File: src/axi_bridge_pkg.sv
`default_nettype none

package axi_bridge_pkg;

    typedef logic [31:0] addr_t;
    typedef logic [31:0] data_t;
    typedef logic [3:0]  strb_t;
    typedef logic [11:0] id_t;
    typedef logic [3:0]  len_t;    // beats minus one.
    typedef logic [1:0]  burst_t;
    typedef logic [1:0]  resp_t;
    typedef logic [3:0]  reg_idx_t;

    localparam resp_t  RESP_OKAY   = 2'b00;
    localparam resp_t  RESP_SLVERR = 2'b10;
    localparam burst_t BURST_FIXED = 2'b00;

    // sixteen words cover byte addresses 0x00 to 0x3C.
    localparam int REG_COUNT = 16;

    // a write request is packed as {addr, data, strb}.
    localparam int WREQ_W = $bits(addr_t) + $bits(data_t) + $bits(strb_t);
    localparam int RREQ_W = $bits(addr_t);

    localparam int RESET_HOLD = 8;

    typedef enum logic [1:0] {
        WR_IDLE,
        WR_BEATS,
        WR_RESP
    } wr_state_t;

    typedef enum logic {
        RD_IDLE,
        RD_BEATS
    } rd_state_t;

endpackage

`default_nettype wire

File: src/burst_read_splitter.sv
`default_nettype none

module burst_read_splitter (
    input  logic                              clock,
    input  logic                              rst_n,

    input  axi_bridge_pkg::id_t               arid,
    input  axi_bridge_pkg::addr_t             araddr,
    input  axi_bridge_pkg::len_t              arlen,
    input  axi_bridge_pkg::burst_t            arburst,
    input  logic                              arvalid,
    output logic                              arready,

    output axi_bridge_pkg::id_t               rid,
    output axi_bridge_pkg::data_t             rdata,
    output axi_bridge_pkg::resp_t             rresp,
    output logic                              rlast,
    output logic                              rvalid,
    input  logic                              rready,

    output logic                              rreq_valid,
    input  logic                              rreq_ready,
    output logic [axi_bridge_pkg::RREQ_W-1:0] rreq_data,

    input  logic                              rrsp_valid,
    output logic                              rrsp_ready,
    input  axi_bridge_pkg::data_t             rrsp_data,
    input  axi_bridge_pkg::resp_t             rrsp_resp
);

    axi_bridge_pkg::rd_state_t state;
    axi_bridge_pkg::addr_t     beat_addr;
    axi_bridge_pkg::len_t      len_q;
    axi_bridge_pkg::len_t      ret_cnt;
    logic                      fixed_q;
    logic [4:0]                issue_cnt;
    logic [4:0]                issue_total;

    assign issue_total = {1'b0, len_q} + 5'd1;

    // requests run ahead of the returns, up to what the buffer will take.
    assign rreq_valid = (state == axi_bridge_pkg::RD_BEATS) && (issue_cnt != issue_total);
    assign rreq_data  = beat_addr;

    // lite responses go straight out as R beats.
    assign rvalid     = (state == axi_bridge_pkg::RD_BEATS) && rrsp_valid;
    assign rrsp_ready = (state == axi_bridge_pkg::RD_BEATS) && rready;
    assign rdata      = rrsp_data;
    assign rresp      = rrsp_resp;
    assign rlast      = (ret_cnt == len_q);

    // ######################################
    // burst control
    // ######################################

    always_ff @(posedge clock) begin
        if (!rst_n) begin
            state     <= axi_bridge_pkg::RD_IDLE;
            arready   <= 1'b0;
            issue_cnt <= '0;
            ret_cnt   <= '0;
        end else begin
            case (state)
                axi_bridge_pkg::RD_IDLE: begin
                    arready <= 1'b1;
                    if (arvalid && arready) begin
                        state     <= axi_bridge_pkg::RD_BEATS;
                        arready   <= 1'b0;
                        issue_cnt <= '0;
                        ret_cnt   <= '0;
                    end
                end
                axi_bridge_pkg::RD_BEATS: begin
                    if (rreq_valid && rreq_ready) begin
                        issue_cnt <= issue_cnt + 5'd1;
                    end
                    if (rvalid && rready) begin
                        if (rlast) begin
                            state   <= axi_bridge_pkg::RD_IDLE;
                            arready <= 1'b1;
                        end else begin
                            ret_cnt <= ret_cnt + 4'd1;
                        end
                    end
                end
                default: state <= axi_bridge_pkg::RD_IDLE;
            endcase
        end
    end

    always_ff @(posedge clock) begin
        if (arvalid && arready) begin
            rid       <= arid;
            beat_addr <= araddr;
            len_q     <= arlen;
            fixed_q   <= (arburst == axi_bridge_pkg::BURST_FIXED);
        end else if (rreq_valid && rreq_ready && !fixed_q) begin
            beat_addr <= beat_addr + 32'd4;
        end
    end

endmodule

`default_nettype wire

File: src/burst_write_splitter.sv
`default_nettype none

module burst_write_splitter (
    input  logic                              clock,
    input  logic                              rst_n,

    input  axi_bridge_pkg::id_t               awid,
    input  axi_bridge_pkg::addr_t             awaddr,
    input  axi_bridge_pkg::len_t              awlen,
    input  axi_bridge_pkg::burst_t            awburst,
    input  logic                              awvalid,
    output logic                              awready,

    input  axi_bridge_pkg::data_t             wdata,
    input  axi_bridge_pkg::strb_t             wstrb,
    input  logic                              wvalid,
    output logic                              wready,

    output axi_bridge_pkg::id_t               bid,
    output axi_bridge_pkg::resp_t             bresp,
    output logic                              bvalid,
    input  logic                              bready,

    output logic                              wreq_valid,
    input  logic                              wreq_ready,
    output logic [axi_bridge_pkg::WREQ_W-1:0] wreq_data,

    input  logic                              wrsp_valid,
    output logic                              wrsp_ready,
    input  axi_bridge_pkg::resp_t             wrsp_resp
);

    axi_bridge_pkg::wr_state_t state;
    axi_bridge_pkg::addr_t     beat_addr;
    axi_bridge_pkg::len_t      len_q;
    logic                      fixed_q;
    logic [4:0]                sent_cnt;
    logic [4:0]                rcvd_cnt;
    logic [4:0]                beat_total;
    logic                      all_sent;

    assign beat_total = {1'b0, len_q} + 5'd1;
    assign all_sent   = (sent_cnt == beat_total);

    // each accepted W beat becomes one lite request in the same cycle.
    assign wreq_valid = (state == axi_bridge_pkg::WR_BEATS) && wvalid && !all_sent;
    assign wready     = (state == axi_bridge_pkg::WR_BEATS) && wreq_ready && !all_sent;
    assign wreq_data  = {beat_addr, wdata, wstrb};
    assign wrsp_ready = (state == axi_bridge_pkg::WR_BEATS);
    assign bvalid     = (state == axi_bridge_pkg::WR_RESP);

    // ######################################
    // burst control
    // ######################################

    always_ff @(posedge clock) begin
        if (!rst_n) begin
            state    <= axi_bridge_pkg::WR_IDLE;
            awready  <= 1'b0;
            sent_cnt <= '0;
            rcvd_cnt <= '0;
        end else begin
            case (state)
                axi_bridge_pkg::WR_IDLE: begin
                    awready <= 1'b1;
                    if (awvalid && awready) begin
                        state    <= axi_bridge_pkg::WR_BEATS;
                        awready  <= 1'b0;
                        sent_cnt <= '0;
                        rcvd_cnt <= '0;
                    end
                end
                axi_bridge_pkg::WR_BEATS: begin
                    if (wreq_valid && wreq_ready) begin
                        sent_cnt <= sent_cnt + 5'd1;
                    end
                    // awlen fixes the count, so wlast is never consulted.
                    if (wrsp_valid && wrsp_ready) begin
                        rcvd_cnt <= rcvd_cnt + 5'd1;
                        if (rcvd_cnt + 5'd1 == beat_total) begin
                            state <= axi_bridge_pkg::WR_RESP;
                        end
                    end
                end
                axi_bridge_pkg::WR_RESP: begin
                    if (bready) begin
                        state   <= axi_bridge_pkg::WR_IDLE;
                        awready <= 1'b1;
                    end
                end
                default: state <= axi_bridge_pkg::WR_IDLE;
            endcase
        end
    end

    // ######################################
    // captured burst and merged response
    // ######################################

    always_ff @(posedge clock) begin
        if (awvalid && awready) begin
            bid       <= awid;
            beat_addr <= awaddr;
            len_q     <= awlen;
            fixed_q   <= (awburst == axi_bridge_pkg::BURST_FIXED);
            bresp     <= axi_bridge_pkg::RESP_OKAY;
        end else begin
            if (wreq_valid && wreq_ready && !fixed_q) begin
                beat_addr <= beat_addr + 32'd4;   // WRAP is handled as INCR.
            end
            if (wrsp_valid && wrsp_ready && wrsp_resp == axi_bridge_pkg::RESP_SLVERR) begin
                bresp <= axi_bridge_pkg::RESP_SLVERR;   // one bad beat fails the burst.
            end
        end
    end

endmodule

`default_nettype wire

File: src/gp_axi_bridge.sv
`default_nettype none

module gp_axi_bridge (
    input  logic                   clock,
    input  logic                   rst_n,

    input  axi_bridge_pkg::id_t    awid,
    input  axi_bridge_pkg::addr_t  awaddr,
    input  axi_bridge_pkg::len_t   awlen,
    input  axi_bridge_pkg::burst_t awburst,
    input  logic                   awvalid,
    output logic                   awready,

    input  axi_bridge_pkg::data_t  wdata,
    input  axi_bridge_pkg::strb_t  wstrb,
    input  logic                   wlast,    // implied by awlen, one burst at a time.
    input  logic                   wvalid,
    output logic                   wready,

    output axi_bridge_pkg::id_t    bid,
    output axi_bridge_pkg::resp_t  bresp,
    output logic                   bvalid,
    input  logic                   bready,

    input  axi_bridge_pkg::id_t    arid,
    input  axi_bridge_pkg::addr_t  araddr,
    input  axi_bridge_pkg::len_t   arlen,
    input  axi_bridge_pkg::burst_t arburst,
    input  logic                   arvalid,
    output logic                   arready,

    output axi_bridge_pkg::id_t    rid,
    output axi_bridge_pkg::data_t  rdata,
    output axi_bridge_pkg::resp_t  rresp,
    output logic                   rlast,
    output logic                   rvalid,
    input  logic                   rready
);

    logic                              periph_rst_n;

    logic                              wreq_valid;
    logic                              wreq_ready;
    logic [axi_bridge_pkg::WREQ_W-1:0] wreq_data;
    logic                              wbuf_valid;
    logic                              wbuf_ready;
    logic [axi_bridge_pkg::WREQ_W-1:0] wbuf_data;
    logic                              wrsp_valid;
    logic                              wrsp_ready;
    axi_bridge_pkg::resp_t             wrsp_resp;

    logic                              rreq_valid;
    logic                              rreq_ready;
    logic [axi_bridge_pkg::RREQ_W-1:0] rreq_data;
    logic                              rbuf_valid;
    logic                              rbuf_ready;
    logic [axi_bridge_pkg::RREQ_W-1:0] rbuf_data;
    logic                              rrsp_valid;
    logic                              rrsp_ready;
    axi_bridge_pkg::data_t             rrsp_data;
    axi_bridge_pkg::resp_t             rrsp_resp;

    reset_stretch rst_i (
        .clock, .rst_n, .periph_rst_n
    );

    burst_write_splitter wr_split (
        .clock, .rst_n(periph_rst_n),
        .awid, .awaddr, .awlen, .awburst, .awvalid, .awready,
        .wdata, .wstrb, .wvalid, .wready,
        .bid, .bresp, .bvalid, .bready,
        .wreq_valid, .wreq_ready, .wreq_data,
        .wrsp_valid, .wrsp_ready, .wrsp_resp
    );

    burst_read_splitter rd_split (
        .clock, .rst_n(periph_rst_n),
        .arid, .araddr, .arlen, .arburst, .arvalid, .arready,
        .rid, .rdata, .rresp, .rlast, .rvalid, .rready,
        .rreq_valid, .rreq_ready, .rreq_data,
        .rrsp_valid, .rrsp_ready, .rrsp_data, .rrsp_resp
    );

    lite_skid_buffer #(.WIDTH(axi_bridge_pkg::WREQ_W)) wr_buf (
        .clock, .rst_n(periph_rst_n),
        .in_valid(wreq_valid), .in_ready(wreq_ready), .in_data(wreq_data),
        .out_valid(wbuf_valid), .out_ready(wbuf_ready), .out_data(wbuf_data)
    );

    lite_skid_buffer #(.WIDTH(axi_bridge_pkg::RREQ_W)) rd_buf (
        .clock, .rst_n(periph_rst_n),
        .in_valid(rreq_valid), .in_ready(rreq_ready), .in_data(rreq_data),
        .out_valid(rbuf_valid), .out_ready(rbuf_ready), .out_data(rbuf_data)
    );

    lite_reg_file regs_i (
        .clock, .rst_n(periph_rst_n),
        .wbuf_valid, .wbuf_ready, .wbuf_data,
        .wrsp_valid, .wrsp_ready, .wrsp_resp,
        .rbuf_valid, .rbuf_ready, .rbuf_data,
        .rrsp_valid, .rrsp_ready, .rrsp_data, .rrsp_resp
    );

endmodule

`default_nettype wire

File: src/lite_reg_file.sv
`default_nettype none

module lite_reg_file (
    input  logic                              clock,
    input  logic                              rst_n,

    input  logic                              wbuf_valid,
    output logic                              wbuf_ready,
    input  logic [axi_bridge_pkg::WREQ_W-1:0] wbuf_data,

    output logic                              wrsp_valid,
    input  logic                              wrsp_ready,
    output axi_bridge_pkg::resp_t             wrsp_resp,

    input  logic                              rbuf_valid,
    output logic                              rbuf_ready,
    input  logic [axi_bridge_pkg::RREQ_W-1:0] rbuf_data,

    output logic                              rrsp_valid,
    input  logic                              rrsp_ready,
    output axi_bridge_pkg::data_t             rrsp_data,
    output axi_bridge_pkg::resp_t             rrsp_resp
);

    axi_bridge_pkg::data_t    regs [axi_bridge_pkg::REG_COUNT];
    axi_bridge_pkg::addr_t    w_addr;
    axi_bridge_pkg::data_t    w_data;
    axi_bridge_pkg::strb_t    w_strb;
    axi_bridge_pkg::addr_t    r_addr;
    axi_bridge_pkg::reg_idx_t w_idx;
    axi_bridge_pkg::reg_idx_t r_idx;
    logic                     w_hit;
    logic                     r_hit;

    assign {w_addr, w_data, w_strb} = wbuf_data;
    assign r_addr = rbuf_data;
    assign w_idx  = w_addr[5:2];   // bits [1:0] are ignored.
    assign r_idx  = r_addr[5:2];
    assign w_hit  = (w_addr[31:6] == '0);
    assign r_hit  = (r_addr[31:6] == '0);

    // one response of each kind may be outstanding.
    assign wbuf_ready = !wrsp_valid;
    assign rbuf_ready = !rrsp_valid;

    // ######################################
    // write side
    // ######################################

    always_ff @(posedge clock) begin
        if (!rst_n) begin
            for (int i = 0; i < axi_bridge_pkg::REG_COUNT; i++) begin
                regs[i] <= '0;
            end
            wrsp_valid <= 1'b0;
        end else if (wbuf_valid && wbuf_ready) begin
            wrsp_valid <= 1'b1;
            for (int b = 0; b < 4; b++) begin
                if (w_hit && w_strb[b]) begin
                    regs[w_idx][8*b +: 8] <= w_data[8*b +: 8];
                end
            end
        end else if (wrsp_ready) begin
            wrsp_valid <= 1'b0;
        end
    end

    // ######################################
    // read side
    // ######################################

    always_ff @(posedge clock) begin
        if (!rst_n) begin
            rrsp_valid <= 1'b0;
        end else if (rbuf_valid && rbuf_ready) begin
            rrsp_valid <= 1'b1;
        end else if (rrsp_ready) begin
            rrsp_valid <= 1'b0;
        end
    end

    always_ff @(posedge clock) begin
        if (wbuf_valid && wbuf_ready) begin
            wrsp_resp <= w_hit ? axi_bridge_pkg::RESP_OKAY : axi_bridge_pkg::RESP_SLVERR;
        end
        if (rbuf_valid && rbuf_ready) begin
            rrsp_data <= r_hit ? regs[r_idx] : '0;   // outside the window reads zero.
            rrsp_resp <= r_hit ? axi_bridge_pkg::RESP_OKAY : axi_bridge_pkg::RESP_SLVERR;
        end
    end

endmodule

`default_nettype wire

File: src/lite_skid_buffer.sv
`default_nettype none

module lite_skid_buffer #(
    parameter int WIDTH = 32
) (
    input  logic             clock,
    input  logic             rst_n,
    input  logic             in_valid,
    output logic             in_ready,
    input  logic [WIDTH-1:0] in_data,
    output logic             out_valid,
    input  logic             out_ready,
    output logic [WIDTH-1:0] out_data
);

    logic [WIDTH-1:0] slot [2];
    logic             wr_ptr;
    logic             rd_ptr;
    logic [1:0]       count;
    logic [1:0]       count_next;
    logic             push;
    logic             pop;

    assign push       = in_valid && in_ready;
    assign pop        = out_valid && out_ready;
    assign count_next = count + {1'b0, push} - {1'b0, pop};
    assign out_valid  = (count != 2'd0);
    assign out_data   = slot[rd_ptr];

    // in_ready comes from a flop, so no ready path runs through the buffer.
    always_ff @(posedge clock) begin
        if (!rst_n) begin
            wr_ptr   <= 1'b0;
            rd_ptr   <= 1'b0;
            count    <= 2'd0;
            in_ready <= 1'b0;
        end else begin
            if (push) wr_ptr <= !wr_ptr;
            if (pop) rd_ptr <= !rd_ptr;
            count    <= count_next;
            in_ready <= (count_next < 2'd2);
        end
    end

    always_ff @(posedge clock) begin
        if (push) begin
            slot[wr_ptr] <= in_data;
        end
    end

endmodule

`default_nettype wire

File: src/reset_stretch.sv
`default_nettype none

module reset_stretch (
    input  logic clock,
    input  logic rst_n,
    output logic periph_rst_n
);

    // wide enough to hold RESET_HOLD itself.
    logic [$clog2(axi_bridge_pkg::RESET_HOLD + 1)-1:0] hold_cnt;

    // the counter reloads for as long as rst_n is low, and the peripheral
    // reset is released on the edge after it has run down to zero.
    always_ff @(posedge clock) begin
        if (!rst_n) begin
            hold_cnt     <= ($bits(hold_cnt))'(axi_bridge_pkg::RESET_HOLD);
            periph_rst_n <= 1'b0;
        end else begin
            periph_rst_n <= (hold_cnt == '0);
            if (hold_cnt != '0) begin
                hold_cnt <= hold_cnt - 1'b1;
            end
        end
    end

endmodule

`default_nettype wire

File: config.mk
export PLATFORM = sky130hd
export DESIGN_NAME = gp_axi_bridge
export DESIGN_NICKNAME = d
export VERILOG_FILES = /design/src/axi_bridge_pkg.sv /design/src/burst_read_splitter.sv /design/src/burst_write_splitter.sv /design/src/gp_axi_bridge.sv /design/src/lite_reg_file.sv /design/src/lite_skid_buffer.sv /design/src/reset_stretch.sv
export SDC_FILE = /design/constraint.sdc
export NUM_CORES = 1
export LEC_CHECK = 0
export BUFFER_PORTS_ARGS = -buffer_cell sky130_fd_sc_hd__buf_2
export CAP_MARGIN = 20
export CORE_MARGIN = 2
export CORE_UTILIZATION = 55
export CTS_CLUSTER_SIZE = 8
export DETAILED_ROUTE_END_ITERATION = 16
export PLACE_DENSITY_LB_ADDON = 0.15
export SETUP_SLACK_MARGIN = 0.4
export SLEW_MARGIN = 20
export SYNTH_ARGS = -nofsm -noshare
export SYNTH_HDL_FRONTEND = slang
export SYNTH_SLANG_ARGS = --single-unit
File: constraint.sdc
create_clock -name clock -period 4 [get_ports clock]
set_clock_uncertainty 0.05 [all_clocks]
set_input_delay 0.4 -clock clock [delete_from_list [all_inputs] [get_ports clock]]
set_output_delay 0.4 -clock clock [all_outputs]
set_load 0.05 [all_outputs]
======== Word-level counts from Yosys, hierarchy flattened ========
Memory sizes are Yosys's and may differ from the RTL's. A register that Yosys moved wholly into a read port is not among the register bits.
Cells that the tools add are included.
storage, ports and cells
  bits in latches ......................... 0
  bits of input ports ..................... 144
  word-level logic and storage cells ...... 188
  RAM bits ................................ 712
  ROM bits ................................ 0
  register bits after elaboration ......... 144
  memories ................................ 3
  output and inout port bits .............. 66
memory list
  name         words  bits a word  rd ports  clocked after memory_dff  wr ports  RTL line                text
  regs_i.regs  16     32           1         1                         16        lite_reg_file.sv:25     axi_bridge_pkg::data_t regs [axi_bridge_pkg::REG_COUNT];
  wr_buf.slot  2      68           1         1                         1         lite_skid_buffer.sv:16  logic [WIDTH-1:0] slot [2];
  rd_buf.slot  2      32           1         1                         1         lite_skid_buffer.sv:16
cells by class
  multiply operators ...................... 0
  add/sub/neg operators ................... 13
  reduce and logical (&&, ||, !) cells .... 55
  order comparisons ....................... 2
  div/mod/pow operators ................... 0
  shift-type cells ........................ 0
  bitwise operators ....................... 1
  multiplexer cells ....................... 66
  equal/unequal tests ..................... 17
operators by type and width
  cell                     number
  $mux W32                 5
  $add A32 B3 Y32 const B  2
  $logic_not A26 Y1        2
  $mux W1                  37
  $reduce_or A32 Y1        1
  $pmux W5 S2              3
  $mux W5                  5
  $logic_and A1 B1 Y1      22
  $mux W4                  5
  $reduce_bool A2 Y1       8
  $add A5 B1 Y5 const B    3
  $mux W2                  6
  $add A4 B1 Y5 const B    2
  $eq A5 B5 Y1             2
  $logic_not A1 Y1         10
  $ne A2 B1 Y1 const B     5
  $ne A2 B2 Y1 const B     5
  $reduce_and A3 Y1        3
  $pmux W4 S2              1
  $logic_not A2 Y1         3
  $pmux W1 S2              3
  $pmux W2 S3              1
  $reduce_and A2 Y1        3
  $ne A5 B5 Y1             1
  12 further kinds         16

======== Depth between registers and ports, before layout ========
  depth in word-level cells ............... 8
  mapped depth ............................ 10
  depth with buffers taken out ............ 10

======== Hierarchy ========
Synthesis repeated with hierarchy kept, for this count alone.
second synthesis, totals
  cells, all modules ...................... 2693
  area total of the unflattened synthesis .. 38901.1 um^2
by module, submodules not included
  module                      area each (um^2)  sequential area each (um^2)  cells an instance  times used
  lite_reg_file               23769.0           16435.8                      1613               1
  lite_skid_buffer at wr_buf  5311.3            4204.0                       247                1
  burst_write_splitter        3612.2            1751.7                       358                1
  burst_read_splitter         3330.7            1691.6                       318                1
  lite_skid_buffer at rd_buf  2655.0            2042.0                       135                1
  reset_stretch               222.7             100.1                        22                 1

======== Worst setup path after synthesis ========
No wires, ideal clock.
  path kind ............................... register to register
  from .................................... register wr_split.len_q[0]
  to ...................................... register wr_split.beat_addr[10], enable pin
  slack ................................... -0.120 ns
  data arrival time ....................... 3.607 ns
  period minus slack after synthesis ...... 4.120 ns
  path buffers ............................ 0
  required time ........................... 3.487 ns
  library setup time ...................... 0.463 ns
  cell stages (with the launch flop) ...... 6
  cell sequence ........................... edfxtp_1 -> ha_1 -> xor2_1 -> o2bb2ai_1 -> o211a_1 -> o31ai_1
between the ends
  longest elaborated chain between the ends .. 7
RTL lines
  item                              RTL line                     text
  start: declaration                burst_write_splitter.sv:35   axi_bridge_pkg::len_t len_q;
  start signal: assignment          burst_write_splitter.sv:104  len_q <= awlen;
  $add A4 B1 Y5                     burst_write_splitter.sv:42   assign beat_total = {1'b0, len_q} + 5'd1;
  $eq A5 B5 Y1                      burst_write_splitter.sv:43   assign all_sent = (sent_cnt == beat_total);
  $logic_not A1 Y1                  burst_write_splitter.sv:46   assign wreq_valid = (state == axi_bridge_pkg::WR_BEATS) && wvalid && !all_sent;
  $logic_and A1 B1 Y1               burst_write_splitter.sv:46
  $logic_and A1 B1 Y1 (2 in a row)  burst_write_splitter.sv:108  if (wreq_valid && wreq_ready && !fixed_q) begin
  $reduce_bool A2 Y1 (no line)      n/a
  end signal: assignment            burst_write_splitter.sv:103  beat_addr <= awaddr;
  end signal: assignment            burst_write_splitter.sv:109  beat_addr <= beat_addr + 32'd4;
  end: declaration                  burst_write_splitter.sv:34   axi_bridge_pkg::addr_t beat_addr;
Every way passes these cells.
A chain may end at the register's enable or synchronous reset.

==> flow_metrics.py <==
metrics = {
    "synthesis": {
        "yosysUniqueCellTypes": 62,
        "synth_seq_cells": 876,
        "synth_top_area_share": 0.6820,
        "synthTopCellsByArea": "edfxtp_1, mux4_2, nor2_1",
        "synth_ff_type": "edfxtp_1",
        "syn-instance-count": 2539,
        "synth_edf_count": 832,
        "synth_top_family_by_area": "simple AND/OR/NAND/NOR gates",
        "yosysSeqAreaShare": 0.7061,
        "synth-compound-area-share": 0.05424,
        "synthAdderAreaFrac": 0.004440,
        "synth.avg_cell_area_um2": 14.43,
        "ys_warn_count": 0,
        "synth.area.mux_share": 0.09048,
        "yosysTopAreaCell": "edfxtp_1",
        "synthSimpleGateAreaFrac": 0.1019,
        "netlist_area_mm2": 0.03663,
        "synthXorXnorAreaFrac": 0.02056,
        "async_flop_share": 0,
    },
    "detailed_routing": {
        "antenna_left": 0,
        "dr.pass1.iters": 5,
        "finalWirelength_mm": 88.68,
        "drt_iter0_drc": 2010,
        "drc": 0,
        "wl_per_cell_um": 23.09,
        "viasPerCell": 5.958,
        "via_count": 22890,
    },
    "cells_and_area": {
        "layout_commonest_cell": "edfxtp_1",
        "antenna_cells": 0,
        "drive_gt1_frac": 0.2277,
        "area_growth_pct": 19.34,
        "final_cells": 3841,
        "mostFrequentLayoutCells": "edfxtp_1, nor2_1, buf_2",
        "layout.nets": 3091,
    },
    "worst_setup_path": {
        "critPathKind": "flop to flop",
        "ff2ff_setup_slack_ns": 0.59,
        "cp.arrival_ns": 3.71,
        "slowest_stage": "o21ai_0",
        "reg2reg_to": "regs_i.regs[1][17]$_SDFFCE_PN0P_",
        "cpPeakStageDelay_ns": 0.72,
        "worstSetupEndpointType": "flop",
        "crit_chain": "or4b_1, nor4_4, o211ai_1, o21ai_0, buf_4",
        "worstPathMaxFanout": 23,
        "crit_end": "regs_i.regs[1][17]$_SDFFCE_PN0P_",
        "worstSetupStartpointType": "flop",
        "required_ns": 4.30,
        "reg2reg_depth": 5,
    },
    "timing": {
        "hold_violations": 0,
        "tns_ns": 0,
        "min_period_over_period": 0.8515,
        "rsz0062_at_grt": "no",
        "worst_pin_slew_ns": 1.076,
        "min_period_ns": 3.406,
        "finalMaxSlewViolations": 0,
        "fmax_mhz": 293.6,
        "setup_viol": 0,
        "timing.max_slew.rel_slack": 0.2806,
    },
    "floorplan": {
        "io_pins": 210,
        "dieArea_mm2": 0.06868,
        "num_rows": 94,
        "die_w_um": 262.1,
        "core-area_mm2": 0.06586,
        "die_h_um": 262.1,
        "start_util": 0.5562,
    },
    "power_and_ir_drop": {
        "power.switching_w": 0.004863,
        "p_int_w": 0.01760,
        "p_leak_nw": 15.14,
        "comb_power_share": 0.081,
        "sw_frac_of_total": 0.2165,
        "ir_drop_v": 0.0003614,
        "power_density_mw_per_mm2": 513.8,
        "p_clk_frac": 0.401,
        "p_seq_frac": 0.518,
    },
    "placement": {
        "gp_congestion": 0.8111,
        "port_buffers": 202,
        "dp_cells": 3578,
        "detailed_place_hpwl_mm": 56.40,
    },
    "clock_network": {
        "cts_buffers": 119,
        "htreeDepth": 3,
        "clk_path_buf_depth": 3,
        "cts_resized": 0,
        "cts.sinks": 876,
        "cts_setup_buffers": 0,
        "clockRootBuffer": "clkbuf_16",
        "cts_hold_buf": 99,
        "clk_pin_slew_ns": 0.05,
        "clk_latency_ns": 0.66,
        "cts_tree": "built",
    },
    "global_routing": {
        "overflow": 0,
        "grt.total_usage": 0.2624,
        "grt_pass1_wl_mm": 135.5,
        "antenna_found_initial": 0,
        "first_global_vias": 23920,
        "grt_max_degree": 85,
    },
    "run": {
        "cap_viol_max_count": 0,
    },
    "status": {
        "status": "finished, final reports clean",
    },
    "min_path": {
        "hp-class": "input port to flop",
    },
}
[cells by family after synthesis]
logic type,count (synthesis)
AND/OR/NAND/NOR,885
flip-flops,876
AO/OA/AOI/OAI,308
buffers and inverters,203
multiplexers,167
XOR/XNOR,86
adder cells (fa/ha/maj),13
other,1
[power by group through the flow]
stage | registers, W | logic, W | clock network, W
after floorplan | 0.0117 | 0.000993 | 0
after global placement | 0.0117 | 0.00169 | 0
after detailed placement | 0.0118 | 0.00173 | 0
after CTS | 0.0116 | 0.00182 | 0.00915
after global routing | 0.0117 | 0.00195 | 0.00952
final | 0.0116 | 0.00181 | 0.00901
[flip-flops by register name (all words and copies together), names as in the netlist, 2 cells and up, named ones only]
register,cells
wr_split.len_q,4
rd_split.rid,12
regs_i.rrsp_data,32
wr_split.bid,12
wr_split.rcvd_cnt,5
rst_i.hold_cnt,4
rd_split.issue_cnt,5
wr_split.sent_cnt,5
wr_buf.count,2
wr_buf.slot,132
rd_split.rreq_data,30
rd_buf.count,2
rd_split.len_q,4
regs_i.regs,512
rd_buf.slot,60
wr_split.state,2
rd_split.ret_cnt,4
wr_split.beat_addr,30
[cell usage after synthesis (all sizes together), types with 33 or more instances]
cell    number
a21oi       79
a22oi       66
buf         46
clkbuf     128
dfxtp       44
edfxtp     832
mux2        33
mux4       128
nand2      112
nand3       46
nor2       592
o21ai      101
xnor2       43
xor2        43
[worst min path at each step]
stage / cells past startpoint / startpoint / to
after floorplan: 2 / regs_i.wrsp_resp[1]$_DFFE_PP_ / wr_split.bresp[1]$_SDFFE_PP0P_
after global placement: 2 / wr_split.bresp[1]$_SDFFE_PP0P_ / wr_split.bresp[1]$_SDFFE_PP0P_
after detailed placement: 2 / wr_split.bresp[1]$_SDFFE_PP0P_ / wr_split.bresp[1]$_SDFFE_PP0P_
after CTS: 3 / awaddr[8] / wr_split.beat_addr[8]$_DFFE_PP_
after global routing: 3 / awaddr[8] / wr_split.beat_addr[8]$_DFFE_PP_
final: 3 / awaddr[4] / wr_split.beat_addr[4]$_DFFE_PP_
[worst max-delay path: cells and delay by family, from the launching register on]
family | cells | cell delay, ns
AND/OR/NAND/NOR | 2 | 1.15
flip-flops | 1 | 0.67
buffers and inverters | 1 | 0.29
AO/OA/AOI/OAI | 2 | 0.94
[metrics by stage]
stage	util	hold WS (ns)	setup slack [ns]	area (µm²)	total power, W
after floorplan	-	0.3995	0.5204	36640	0.01273
after global placement	0.5987	0.4095	0.6842	39430	0.01339
after detailed placement	0.5989	0.4236	0.6302	39450	0.01353
after CTS	0.6638	0.001322	0.6016	43720	0.02260
after global routing	0.6638	0.007969	0.4370	43720	0.02319
final	0.6638	0.02208	0.5940	43720	0.02246
[routing by layer]
metal	wire length [µm]	vias up	global-route usage	share of wire
li1	-	10260	-	-
met3	6257	124	0.03954	0.071
met4	1807	0	0.08161	0.020
met2	45740	869	0.4533	0.52
met1	34870	11640	0.3454	0.39
met5	0	-	0	0
[cell type report]
class                   count  area (µm²)
repair buffers            447        3186
fillers                  4644       22150
multi-input cells        1461       10190
clock inverters             2       25.02
inverters                  29       108.9
well taps                 864        1081
flip-flops and latches    876       25870
clock buffers             162        3256
(Power assumes the default switching activity.)
